<file path="src/source/csr_pkg.sv">
package csr_pkg;

    localparam int XLEN       = 32;
    localparam int CSR_ADDR_W = 12;

    // standard machine registers
    localparam logic [CSR_ADDR_W-1:0] CSR_MSTATUS   = 12'h300;
    localparam logic [CSR_ADDR_W-1:0] CSR_MISA      = 12'h301;
    localparam logic [CSR_ADDR_W-1:0] CSR_MIE       = 12'h304;
    localparam logic [CSR_ADDR_W-1:0] CSR_MTVEC     = 12'h305;
    localparam logic [CSR_ADDR_W-1:0] CSR_MSCRATCH  = 12'h340;
    localparam logic [CSR_ADDR_W-1:0] CSR_MEPC      = 12'h341;
    localparam logic [CSR_ADDR_W-1:0] CSR_MCAUSE    = 12'h342;
    localparam logic [CSR_ADDR_W-1:0] CSR_MTVAL     = 12'h343;
    localparam logic [CSR_ADDR_W-1:0] CSR_MIP       = 12'h344;

    // custom space
    localparam logic [CSR_ADDR_W-1:0] CSR_MTRIG     = 12'h7c0;
    localparam logic [CSR_ADDR_W-1:0] CSR_MSIP      = 12'h7c1;
    localparam logic [CSR_ADDR_W-1:0] CSR_MTIME     = 12'h7c2;
    localparam logic [CSR_ADDR_W-1:0] CSR_MTIMEH    = 12'h7c3;
    localparam logic [CSR_ADDR_W-1:0] CSR_MTIMECMP  = 12'h7c4;
    localparam logic [CSR_ADDR_W-1:0] CSR_MTIMECMPH = 12'h7c5;
    localparam logic [CSR_ADDR_W-1:0] CSR_MCCTR     = 12'h7c6;

    localparam logic [CSR_ADDR_W-1:0] CSR_MCYCLE    = 12'hb00;
    localparam logic [CSR_ADDR_W-1:0] CSR_MINSTRET  = 12'hb02;
    localparam logic [CSR_ADDR_W-1:0] CSR_MCYCLEH   = 12'hb80;
    localparam logic [CSR_ADDR_W-1:0] CSR_MINSTRETH = 12'hb82;

    // read-only identity registers
    localparam logic [CSR_ADDR_W-1:0] CSR_MVENDORID = 12'hf11;
    localparam logic [CSR_ADDR_W-1:0] CSR_MARCHID   = 12'hf12;
    localparam logic [CSR_ADDR_W-1:0] CSR_MIMPID    = 12'hf13;
    localparam logic [CSR_ADDR_W-1:0] CSR_MHARTID   = 12'hf14;

    localparam logic [XLEN-1:0] MISA_VAL    = 32'h4000_1100; // mxl=1, i and m
    localparam logic [XLEN-1:0] MARCHID_VAL = 32'd1;
    localparam logic [XLEN-1:0] MIMPID_VAL  = 32'd1;

    typedef enum logic [1:0] {
        TRIG_HIGH = 2'b00,
        TRIG_LOW  = 2'b01,
        TRIG_RISE = 2'b10,
        TRIG_FALL = 2'b11
    } trig_mode_t;

    typedef struct packed {
        logic                  we;
        logic [CSR_ADDR_W-1:0] addr;
        logic [XLEN-1:0]       wdata;
    } csr_req_t;

    typedef struct packed {
        logic ext;
        logic tmr;
        logic sw;
    } irq_t;

    // mcctr enables in bits 0 to 2
    typedef struct packed {
        logic timer;
        logic instret;
        logic cycle;
    } cnt_en_t;

    typedef struct packed {
        logic [63:0] mcycle;
        logic [63:0] minstret;
        logic [63:0] mtime;
        logic [63:0] mtimecmp;
    } cnt_val_t;

endpackage

</file>
<file path="src/source/csr_counters.sv">
`timescale 1ns/10ps

module csr_counters (
    input  logic              clk,
    input  logic              rst_n,
    input  csr_pkg::csr_req_t idex_req_i,
    input  csr_pkg::cnt_en_t  cnt_en_i,
    input  logic              retire_i,
    output csr_pkg::cnt_val_t cnt_o,
    output logic              tmr_hit_o
);
    import csr_pkg::*;

    logic [63:0] mcycle_q;
    logic [63:0] minstret_q;
    logic [63:0] mtime_q;
    logic [63:0] mtimecmp_q;

    logic wr_cyc_lo, wr_cyc_hi;
    logic wr_ins_lo, wr_ins_hi;
    logic wr_tim_lo, wr_tim_hi;
    logic wr_cmp_lo, wr_cmp_hi;

    // a half write takes precedence over the increment
    function automatic logic [63:0] next_cnt(
        input logic [63:0]     cur,
        input logic            wr_lo,
        input logic            wr_hi,
        input logic            inc,
        input logic [XLEN-1:0] wdata
    );
        logic [63:0] nxt;
        nxt = cur;
        if (wr_lo) begin
            nxt[31:0] = wdata;
        end else if (wr_hi) begin
            nxt[63:32] = wdata;
        end else if (inc) begin
            nxt = cur + 64'd1;
        end
        return nxt;
    endfunction

    assign wr_cyc_lo = idex_req_i.we && (idex_req_i.addr == CSR_MCYCLE);
    assign wr_cyc_hi = idex_req_i.we && (idex_req_i.addr == CSR_MCYCLEH);
    assign wr_ins_lo = idex_req_i.we && (idex_req_i.addr == CSR_MINSTRET);
    assign wr_ins_hi = idex_req_i.we && (idex_req_i.addr == CSR_MINSTRETH);
    assign wr_tim_lo = idex_req_i.we && (idex_req_i.addr == CSR_MTIME);
    assign wr_tim_hi = idex_req_i.we && (idex_req_i.addr == CSR_MTIMEH);
    assign wr_cmp_lo = idex_req_i.we && (idex_req_i.addr == CSR_MTIMECMP);
    assign wr_cmp_hi = idex_req_i.we && (idex_req_i.addr == CSR_MTIMECMPH);

    always_ff @(posedge clk or negedge rst_n) begin
        if (!rst_n) begin
            mcycle_q   <= '0;
            minstret_q <= '0;
            mtime_q    <= '0;
            mtimecmp_q <= '1;   // compare idle until programmed
        end else begin
            mcycle_q   <= next_cnt(mcycle_q, wr_cyc_lo, wr_cyc_hi,
                                   cnt_en_i.cycle, idex_req_i.wdata);
            minstret_q <= next_cnt(minstret_q, wr_ins_lo, wr_ins_hi,
                                   cnt_en_i.instret & retire_i, idex_req_i.wdata);
            mtime_q    <= next_cnt(mtime_q, wr_tim_lo, wr_tim_hi,
                                   cnt_en_i.timer, idex_req_i.wdata);
            mtimecmp_q <= next_cnt(mtimecmp_q, wr_cmp_lo, wr_cmp_hi,
                                   1'b0, idex_req_i.wdata);
        end
    end

    assign cnt_o.mcycle   = mcycle_q;
    assign cnt_o.minstret = minstret_q;
    assign cnt_o.mtime    = mtime_q;
    assign cnt_o.mtimecmp = mtimecmp_q;

    assign tmr_hit_o = (mtime_q >= mtimecmp_q);   // level, not a pulse

endmodule

</file>
<file path="src/source/csr_regs.sv">
`timescale 1ns/10ps

module csr_regs (
    input  logic                     clk,
    input  logic                     rst_n,
    input  csr_pkg::csr_req_t        idex_req_i,
    input  csr_pkg::csr_req_t        trap_req_i,
    output logic [csr_pkg::XLEN-1:0] idex_rdata_o,
    output logic [csr_pkg::XLEN-1:0] trap_rdata_o,
    input  csr_pkg::cnt_val_t        cnt_i,
    input  csr_pkg::irq_t            pend_i,
    input  logic                     retire_i,
    output csr_pkg::cnt_en_t         cnt_en_o,
    output csr_pkg::trig_mode_t      ext_mode_o,
    output csr_pkg::trig_mode_t      tmr_mode_o,
    output csr_pkg::trig_mode_t      sw_mode_o,
    output logic                     sw_src_o,
    output logic [csr_pkg::XLEN-1:0] mepc_o,
    output logic                     soft_rst_o,
    output logic                     mie_global_o,
    output csr_pkg::irq_t            irq_o
);
    import csr_pkg::*;

    logic            mst_mie, mst_mpie;          // mstatus bits 3 and 7
    logic            mie_meie, mie_mtie, mie_msie;
    logic [XLEN-1:0] mtvec, mscratch, mepc, mcause, mtval;
    logic [XLEN-1:0] msip;
    logic [5:0]      mtrig;                      // 2 bits per source
    logic [3:0]      mcctr;
    logic            trap_we;
    irq_t            irq_q;

    assign trap_we = trap_req_i.we & ~idex_req_i.we;   // idex wins

    always_ff @(posedge clk or negedge rst_n) begin
        if (!rst_n) begin
            mst_mie  <= 1'b0;
            mst_mpie <= 1'b0;
            mie_meie <= 1'b0;
            mie_mtie <= 1'b0;
            mie_msie <= 1'b0;
            mtvec    <= '0;
            mscratch <= '0;
            mepc     <= '0;
            mcause   <= '0;
            mtval    <= '0;
            msip     <= '0;
            mtrig    <= '0;
            mcctr    <= '0;
        end else if (idex_req_i.we) begin
            case (idex_req_i.addr)
                CSR_MSTATUS: begin
                    mst_mie  <= idex_req_i.wdata[3];
                    mst_mpie <= idex_req_i.wdata[7];
                end
                CSR_MIE: begin
                    mie_meie <= idex_req_i.wdata[11];
                    mie_mtie <= idex_req_i.wdata[7];
                    mie_msie <= idex_req_i.wdata[3];
                end
                CSR_MTVEC:    mtvec    <= idex_req_i.wdata;
                CSR_MSCRATCH: mscratch <= idex_req_i.wdata;
                CSR_MEPC:     mepc     <= idex_req_i.wdata;
                CSR_MCAUSE:   mcause   <= idex_req_i.wdata;
                CSR_MTVAL:    mtval    <= idex_req_i.wdata;
                CSR_MTRIG:    mtrig    <= idex_req_i.wdata[5:0];
                CSR_MSIP:     msip     <= idex_req_i.wdata;
                CSR_MCCTR:    mcctr    <= idex_req_i.wdata[3:0];
                default: ;   // counters decode their own
            endcase
        end else if (trap_we) begin
            case (trap_req_i.addr)
                CSR_MSTATUS: begin
                    mst_mie  <= trap_req_i.wdata[3];
                    mst_mpie <= trap_req_i.wdata[7];
                end
                CSR_MTVEC:  mtvec  <= trap_req_i.wdata;
                CSR_MEPC:   mepc   <= trap_req_i.wdata;
                CSR_MCAUSE: mcause <= trap_req_i.wdata;
                CSR_MTVAL:  mtval  <= trap_req_i.wdata;
                default: ;
            endcase
        end
    end

    always_comb begin
        case (idex_req_i.addr)
            CSR_MSTATUS:   idex_rdata_o = {19'h0, 2'b11, 3'h0, mst_mpie, 3'h0, mst_mie, 3'h0};
            CSR_MISA:      idex_rdata_o = MISA_VAL;
            CSR_MIE:       idex_rdata_o = {20'h0, mie_meie, 3'h0, mie_mtie, 3'h0,
                                           mie_msie, 3'h0};
            CSR_MTVEC:     idex_rdata_o = mtvec;
            CSR_MSCRATCH:  idex_rdata_o = mscratch;
            CSR_MEPC:      idex_rdata_o = mepc;
            CSR_MCAUSE:    idex_rdata_o = mcause;
            CSR_MTVAL:     idex_rdata_o = mtval;
            CSR_MIP:       idex_rdata_o = {20'h0, pend_i.ext, 3'h0, pend_i.tmr, 3'h0,
                                           pend_i.sw, 3'h0};
            CSR_MTRIG:     idex_rdata_o = {26'h0, mtrig};
            CSR_MSIP:      idex_rdata_o = msip;
            CSR_MCYCLE:    idex_rdata_o = cnt_i.mcycle[31:0];
            CSR_MCYCLEH:   idex_rdata_o = cnt_i.mcycle[63:32];
            CSR_MINSTRET:  idex_rdata_o = cnt_i.minstret[31:0];
            CSR_MINSTRETH: idex_rdata_o = cnt_i.minstret[63:32];
            CSR_MTIME:     idex_rdata_o = cnt_i.mtime[31:0];
            CSR_MTIMEH:    idex_rdata_o = cnt_i.mtime[63:32];
            CSR_MTIMECMP:  idex_rdata_o = cnt_i.mtimecmp[31:0];
            CSR_MTIMECMPH: idex_rdata_o = cnt_i.mtimecmp[63:32];
            CSR_MCCTR:     idex_rdata_o = {28'h0, mcctr};
            CSR_MARCHID:   idex_rdata_o = MARCHID_VAL;
            CSR_MIMPID:    idex_rdata_o = MIMPID_VAL;
            default:       idex_rdata_o = '0;   // vendorid, hartid, unknown
        endcase
    end

    // trap side sees only its own five, mpp not reported
    always_comb begin
        case (trap_req_i.addr)
            CSR_MSTATUS: trap_rdata_o = {24'h0, mst_mpie, 3'h0, mst_mie, 3'h0};
            CSR_MTVEC:   trap_rdata_o = mtvec;
            CSR_MEPC:    trap_rdata_o = mepc;
            CSR_MCAUSE:  trap_rdata_o = mcause;
            CSR_MTVAL:   trap_rdata_o = mtval;
            default:     trap_rdata_o = '0;
        endcase
    end

    // mask sampled only when an instruction retires
    always_ff @(posedge clk or negedge rst_n) begin
        if (!rst_n) begin
            irq_q <= '0;
        end else if (retire_i) begin
            irq_q.ext <= pend_i.ext & mie_meie;
            irq_q.tmr <= pend_i.tmr & mie_mtie;
            irq_q.sw  <= pend_i.sw & mie_msie;
        end
    end

    assign irq_o            = irq_q;
    assign cnt_en_o.cycle   = mcctr[0];
    assign cnt_en_o.instret = mcctr[1];
    assign cnt_en_o.timer   = mcctr[2];
    assign soft_rst_o       = mcctr[3];
    assign ext_mode_o       = trig_mode_t'(mtrig[1:0]);
    assign tmr_mode_o       = trig_mode_t'(mtrig[3:2]);
    assign sw_mode_o        = trig_mode_t'(mtrig[5:4]);
    assign sw_src_o         = |msip;   // any nonzero value requests
    assign mepc_o           = mepc;
    assign mie_global_o     = mst_mie;

endmodule

</file>
<file path="src/source/csr_top.sv">
`timescale 1ns/10ps

module csr_top (
    input  logic                     clk,
    input  logic                     rst_n,
    input  csr_pkg::csr_req_t        idex_req_i,
    input  csr_pkg::csr_req_t        trap_req_i,
    output logic [csr_pkg::XLEN-1:0] idex_rdata_o,
    output logic [csr_pkg::XLEN-1:0] trap_rdata_o,
    output logic [csr_pkg::XLEN-1:0] mepc_o,
    output logic                     soft_rst_o,
    input  logic                     ext_irq_i,
    input  csr_pkg::irq_t            irq_rsp_i,
    input  logic                     retire_i,
    output csr_pkg::irq_t            irq_o,
    output logic                     mie_global_o
);
    import csr_pkg::*;

    cnt_val_t   cnt;
    cnt_en_t    cnt_en;
    logic       tmr_hit;
    logic       sw_src;
    irq_t       pend;
    trig_mode_t ext_mode, tmr_mode, sw_mode;

    csr_counters u_counters (
        .clk        (clk),
        .rst_n      (rst_n),
        .idex_req_i (idex_req_i),
        .cnt_en_i   (cnt_en),
        .retire_i   (retire_i),
        .cnt_o      (cnt),
        .tmr_hit_o  (tmr_hit)
    );

    csr_regs u_regs (
        .clk          (clk),
        .rst_n        (rst_n),
        .idex_req_i   (idex_req_i),
        .trap_req_i   (trap_req_i),
        .idex_rdata_o (idex_rdata_o),
        .trap_rdata_o (trap_rdata_o),
        .cnt_i        (cnt),
        .pend_i       (pend),
        .retire_i     (retire_i),
        .cnt_en_o     (cnt_en),
        .ext_mode_o   (ext_mode),
        .tmr_mode_o   (tmr_mode),
        .sw_mode_o    (sw_mode),
        .sw_src_o     (sw_src),
        .mepc_o       (mepc_o),
        .soft_rst_o   (soft_rst_o),
        .mie_global_o (mie_global_o),
        .irq_o        (irq_o)
    );

    irq_channel u_irq_ext (
        .clk    (clk),
        .rst_n  (rst_n),
        .src_i  (ext_irq_i),
        .mode_i (ext_mode),
        .rsp_i  (irq_rsp_i.ext),
        .pend_o (pend.ext)
    );

    irq_channel u_irq_tmr (
        .clk    (clk),
        .rst_n  (rst_n),
        .src_i  (tmr_hit),   // mtime >= mtimecmp
        .mode_i (tmr_mode),
        .rsp_i  (irq_rsp_i.tmr),
        .pend_o (pend.tmr)
    );

    irq_channel u_irq_sw (
        .clk    (clk),
        .rst_n  (rst_n),
        .src_i  (sw_src),
        .mode_i (sw_mode),
        .rsp_i  (irq_rsp_i.sw),
        .pend_o (pend.sw)
    );

endmodule

</file>
<file path="src/source/irq_channel.sv">
`timescale 1ns/10ps

module irq_channel (
    input  logic                clk,
    input  logic                rst_n,
    input  logic                src_i,
    input  csr_pkg::trig_mode_t mode_i,
    input  logic                rsp_i,
    output logic                pend_o
);
    import csr_pkg::*;

    logic src_q;   // last cycle's source
    logic trig;
    logic pend_q;

    always_ff @(posedge clk or negedge rst_n) begin
        if (!rst_n) begin
            src_q <= 1'b0;
        end else begin
            src_q <= src_i;
        end
    end

    always_comb begin
        case (mode_i)
            TRIG_HIGH: trig = src_i;
            TRIG_LOW:  trig = ~src_i;
            TRIG_RISE: trig = src_i & ~src_q;
            TRIG_FALL: trig = ~src_i & src_q;
            default:   trig = 1'b0;
        endcase
    end

    // sticky until the trap logic responds
    always_ff @(posedge clk or negedge rst_n) begin
        if (!rst_n) begin
            pend_q <= 1'b0;
        end else if (pend_q) begin
            if (rsp_i) pend_q <= 1'b0;   // response clears
        end else if (trig) begin
            pend_q <= 1'b1;
        end
    end

    assign pend_o = pend_q;

endmodule

</file>
<file path="config.mk">
export PLATFORM = sky130hd
export DESIGN_NAME = csr_top
export DESIGN_NICKNAME = d
export VERILOG_FILES = /design/src/source/csr_pkg.sv /design/src/source/csr_counters.sv /design/src/source/csr_regs.sv /design/src/source/csr_top.sv /design/src/source/irq_channel.sv
export SDC_FILE = /design/constraint.sdc
export NUM_CORES = 1
export LEC_CHECK = 0
export BUFFER_PORTS_ARGS = -buffer_cell sky130_fd_sc_hd__buf_2
export CORE_ASPECT_RATIO = 0.9
export CORE_MARGIN = 2
export CORE_UTILIZATION = 38
export DETAILED_ROUTE_END_ITERATION = 12
export GPL_ROUTABILITY_DRIVEN = 0
export PLACE_DENSITY_LB_ADDON = 0.08
export SYNTH_ARGS = -nofsm -noshare
export SYNTH_HDL_FRONTEND = slang
export SYNTH_SLANG_ARGS = --single-unit
export TNS_END_PERCENT = 10
</file>
<file path="constraint.sdc">
create_clock -name clk -period 5.9 [get_ports clk]
set_input_delay 0.295 -clock clk [delete_from_list [all_inputs] [get_ports clk]]
set_output_delay 0.295 -clock clk [all_outputs]
set_load 0.03 [all_outputs]
</file>
==> metrics.txt <==
outcome=finished, final reports clean; WP data required=5.61 ns; main area contributors after synthesis=dfrtp_1 (38%), a21oi_1 (7.0%), dfstp_2 (6.2%); syn_nets=3111; Worst-Skew Late Latency=between 0.6 and 0.7 ns; post-DR wirelength/cell=between 20 and 30 microns; initial antenna violation count=2; Rows=93; LEAKAGE=0.0138 uW; Final TNS setup=0 ns; clock sink count=472; CTS max path bufs=3; Worst Skew=about 0.033 ns; Die Area=roughly 0.074 sq mm; H-tree levels=2; Fmax=280 MHz; cts bufs inserted=55; number of synthesized flops with an enable pin=0; Die W=286 microns; largest area contributor in the synthesized netlist=dfrtp_1; Initial Util=38.2%; root buf cell=clkbuf_16; PwrDens=236 mW/mm^2; Period Utilization, post-route=60.6%; YS warnings=0; Synth Cell Area=between 0.02 and 0.03 sq mm; Avg Cell Area, Syn=9.24 sq um; dpl hpwl=approximately 75000 microns; Total GRT Usage=28.1%; WL final=106000 microns; Final WS setup=between 2 and 2.5 ns; Core Area=0.0712 sq mm; sequential cell area=about 0.012 sq mm; vias in the first global route=23500; synth unique cells=90; Final Max Slew Viols=0; # IOs=198; Top FF cell, synth=dfrtp_1; Tmin final=3.57 ns; antenna-violating nets left=0; pre-CTS worst setup slack=roughly 1.9 ns; first-pass GRT wire length=around 160000 microns; DRC errors left=0; most common cell in the netlist=dfrtp_1; layout cells sized above 1=19.6%; worst-margin pin slew=roughly 1.1 ns; routed vias=24600; Cells after Synth=2947; Post-synth ARST share=100%; Crit. End Element=output port; RSZ-0062 raised after global routing=false; Seq cells post-synth=472; Fillers=between 6000 and 7000; final hold vios=0; Worst setup SP type=primary input; Nets=3204; initial drt markers=2508; Pre-Repair DR Iteration Count=8; gr ovfl total=0; post-synthesis sequential area ratio=between 40% and 50%; largest net degree at the start of global routing=around 130; height of the die=258 microns; port bufs=197; area growth from synthesis to layout=13.4%; Final setup viols=0; maxcap violations=0; CTS tree=done; crit path max fanout=24; Rel. slew slack=23.7%; ant diodes=0; Critical Path AT=around 3.3 ns; share of the synthesized area in the top cell type=37.5%; worst vdd ir=214 uV; list of most frequent post-synthesis cells=dfrtp_1 (408), a21oi_1 (381), nor2_1 (327); Worst Hold Class=in2reg; Vias/cell=about 6; clock slew at reported path FFs=approximately 0.06 ns; critical path class=in2out; multi-input logic area=between 0.01 and 0.015 sq mm
## per-stage QoR
step / hold slack, ns / power, uW / std cells / utilization (%) / area (sq um)
3_3_place_gp: 0.394 / 3740 / 3927 / 40.7 / 29000
3_5_place_dp: 0.394 / 3750 / 3927 / 40.7 / 29000
2_1_floorplan: -0.000591 / 3510 / 2947 / - / 27200
4_1_cts: 0.0227 / 7330 / 4035 / 43.3 / 30900
6_report: 0.0395 / 7270 / 4035 / 43.3 / 30900
5_1_grt: 0.0537 / 7500 / 4035 / 43.3 / 30900
## cell families after synthesis
kind of cell	Yosys count	synth area share, %
fa+ha+maj	67	3.08
flops	472	43.7
xor+xnor	96	3.09
simple gates	940	17.2
mux	206	8.21
compound gates	861	20.0
buf+inv	305	4.69
## sequential cells by signal, indices dropped and copies added (netlist names), 3 cells and up
| name | cells |
|---|---|
| u_regs.mcause | 32 |
| u_regs.mcctr | 4 |
| u_regs.mscratch | 32 |
| u_regs.mtval | 32 |
| u_regs.msip | 32 |
| u_regs.mtvec | 32 |
| u_counters.minstret_q | 64 |
| u_counters.mtime_q | 64 |
| u_regs.irq_o | 3 |
| u_counters.mtimecmp_q | 64 |
| u_regs.mtrig | 6 |
| u_regs.mepc_o | 32 |
| u_counters.mcycle_q | 64 |
## layout by cell type, fill, tap and decap left out, drive strengths merged, types with 13 or more instances in the layout
cell	Yosys	final
nand3	103	103
or2	13	13
mux2i	68	68
mux2	138	138
a21oi	381	381
a22o	30	30
a222oi	40	40
nor2	333	333
ha	67	67
nand2	211	211
a22oi	112	112
xor2	73	73
dfstp	64	64
and4	13	13
o22ai	23	23
and3	45	45
nor4	27	27
nand4	94	94
and2	16	16
o21ai	129	129
dfrtp	408	408
a221oi	53	53
nor3	29	29
o311ai	14	14
inv	88	88
clkbuf	151	86
buf	66	247
xnor2	23	23
## routing by layer
metal / global-route usage [%] / wire, microns / vias to the layer above
met3: 3.62 / 6570 / 180
li1: - / - / 11100
met5: 0 / 0 / -
met2: 45.2 / 49400 / 978
met4: 10.1 / 3720 / 0
met1: 38.8 / 45900 / 12400
## report_power, final
group          switching [uW]  total [uW]  leakage [uW]  internal [uW]
Sequential               48.6        3330       0.00633           3280
Clock                    1480        3580      0.000914           2100
Combinational             266         366       0.00660           99.7
Total                    1790        7270        0.0138           5480
## critical path, stage by stage
cell and delay [ns]:
buf_2 0.10, nand3b_1 0.32, or3_4 0.51, or3b_1 0.53, nor2_4 0.35, buf_4 0.43
a22o_1 0.21, a221oi_1 0.09, nand4_1 0.17, buf_2 0.21
## final timing paths
check / startpoint / endpoint / slack [ns] / cells past startpoint
setup / recovery: idex_req_i[37] / idex_rdata_o[29] / 2.33 / 10
hold / removal: trap_req_i[17] / u_regs.mepc_o[17]$_DFFE_PN0P_ / 0.04 / 3
setup reg to reg: u_counters.mtime_q[6]$_DFFE_PN0P_ / u_counters.mtime_q[56]$_DFFE_PN0P_ / 2.45 / 7
hold reg to reg: u_regs.mscratch[21]$_DFFE_PN0P_ / u_regs.mscratch[21]$_DFFE_PN0P_ / 0.49 / 2
max in group asynchronous: rst_n / u_counters.mcycle_q[60]$_DFFE_PN0P_ / 4.18 / 3
min in group asynchronous: rst_n / u_counters.mtime_q[3]$_DFFE_PN0P_ / 0.31 / 2
## cell type report
| type | count | area share (%) |
|---|---|---|
| Multi-Input combinational cell | 2170 | 45.8 |
| Clock buffer | 86 | 5.39 |
| Sequential cell | 472 | 38.5 |
| Tap cell | 950 | 3.85 |
| Timing Repair Buffer | 253 | 4.73 |
| Clock inverter | 16 | 0.592 |
| Inverter | 88 | 1.07 |
## timing repair
item,CTS,global route
resized for setup,0,0
hold buffers,6,0
buffers inserted,0,0
endpoints found under the hold margin,77,0
endpoints found under the setup margin,0,0
Note: power is estimated with default switching activity, not from simulation.
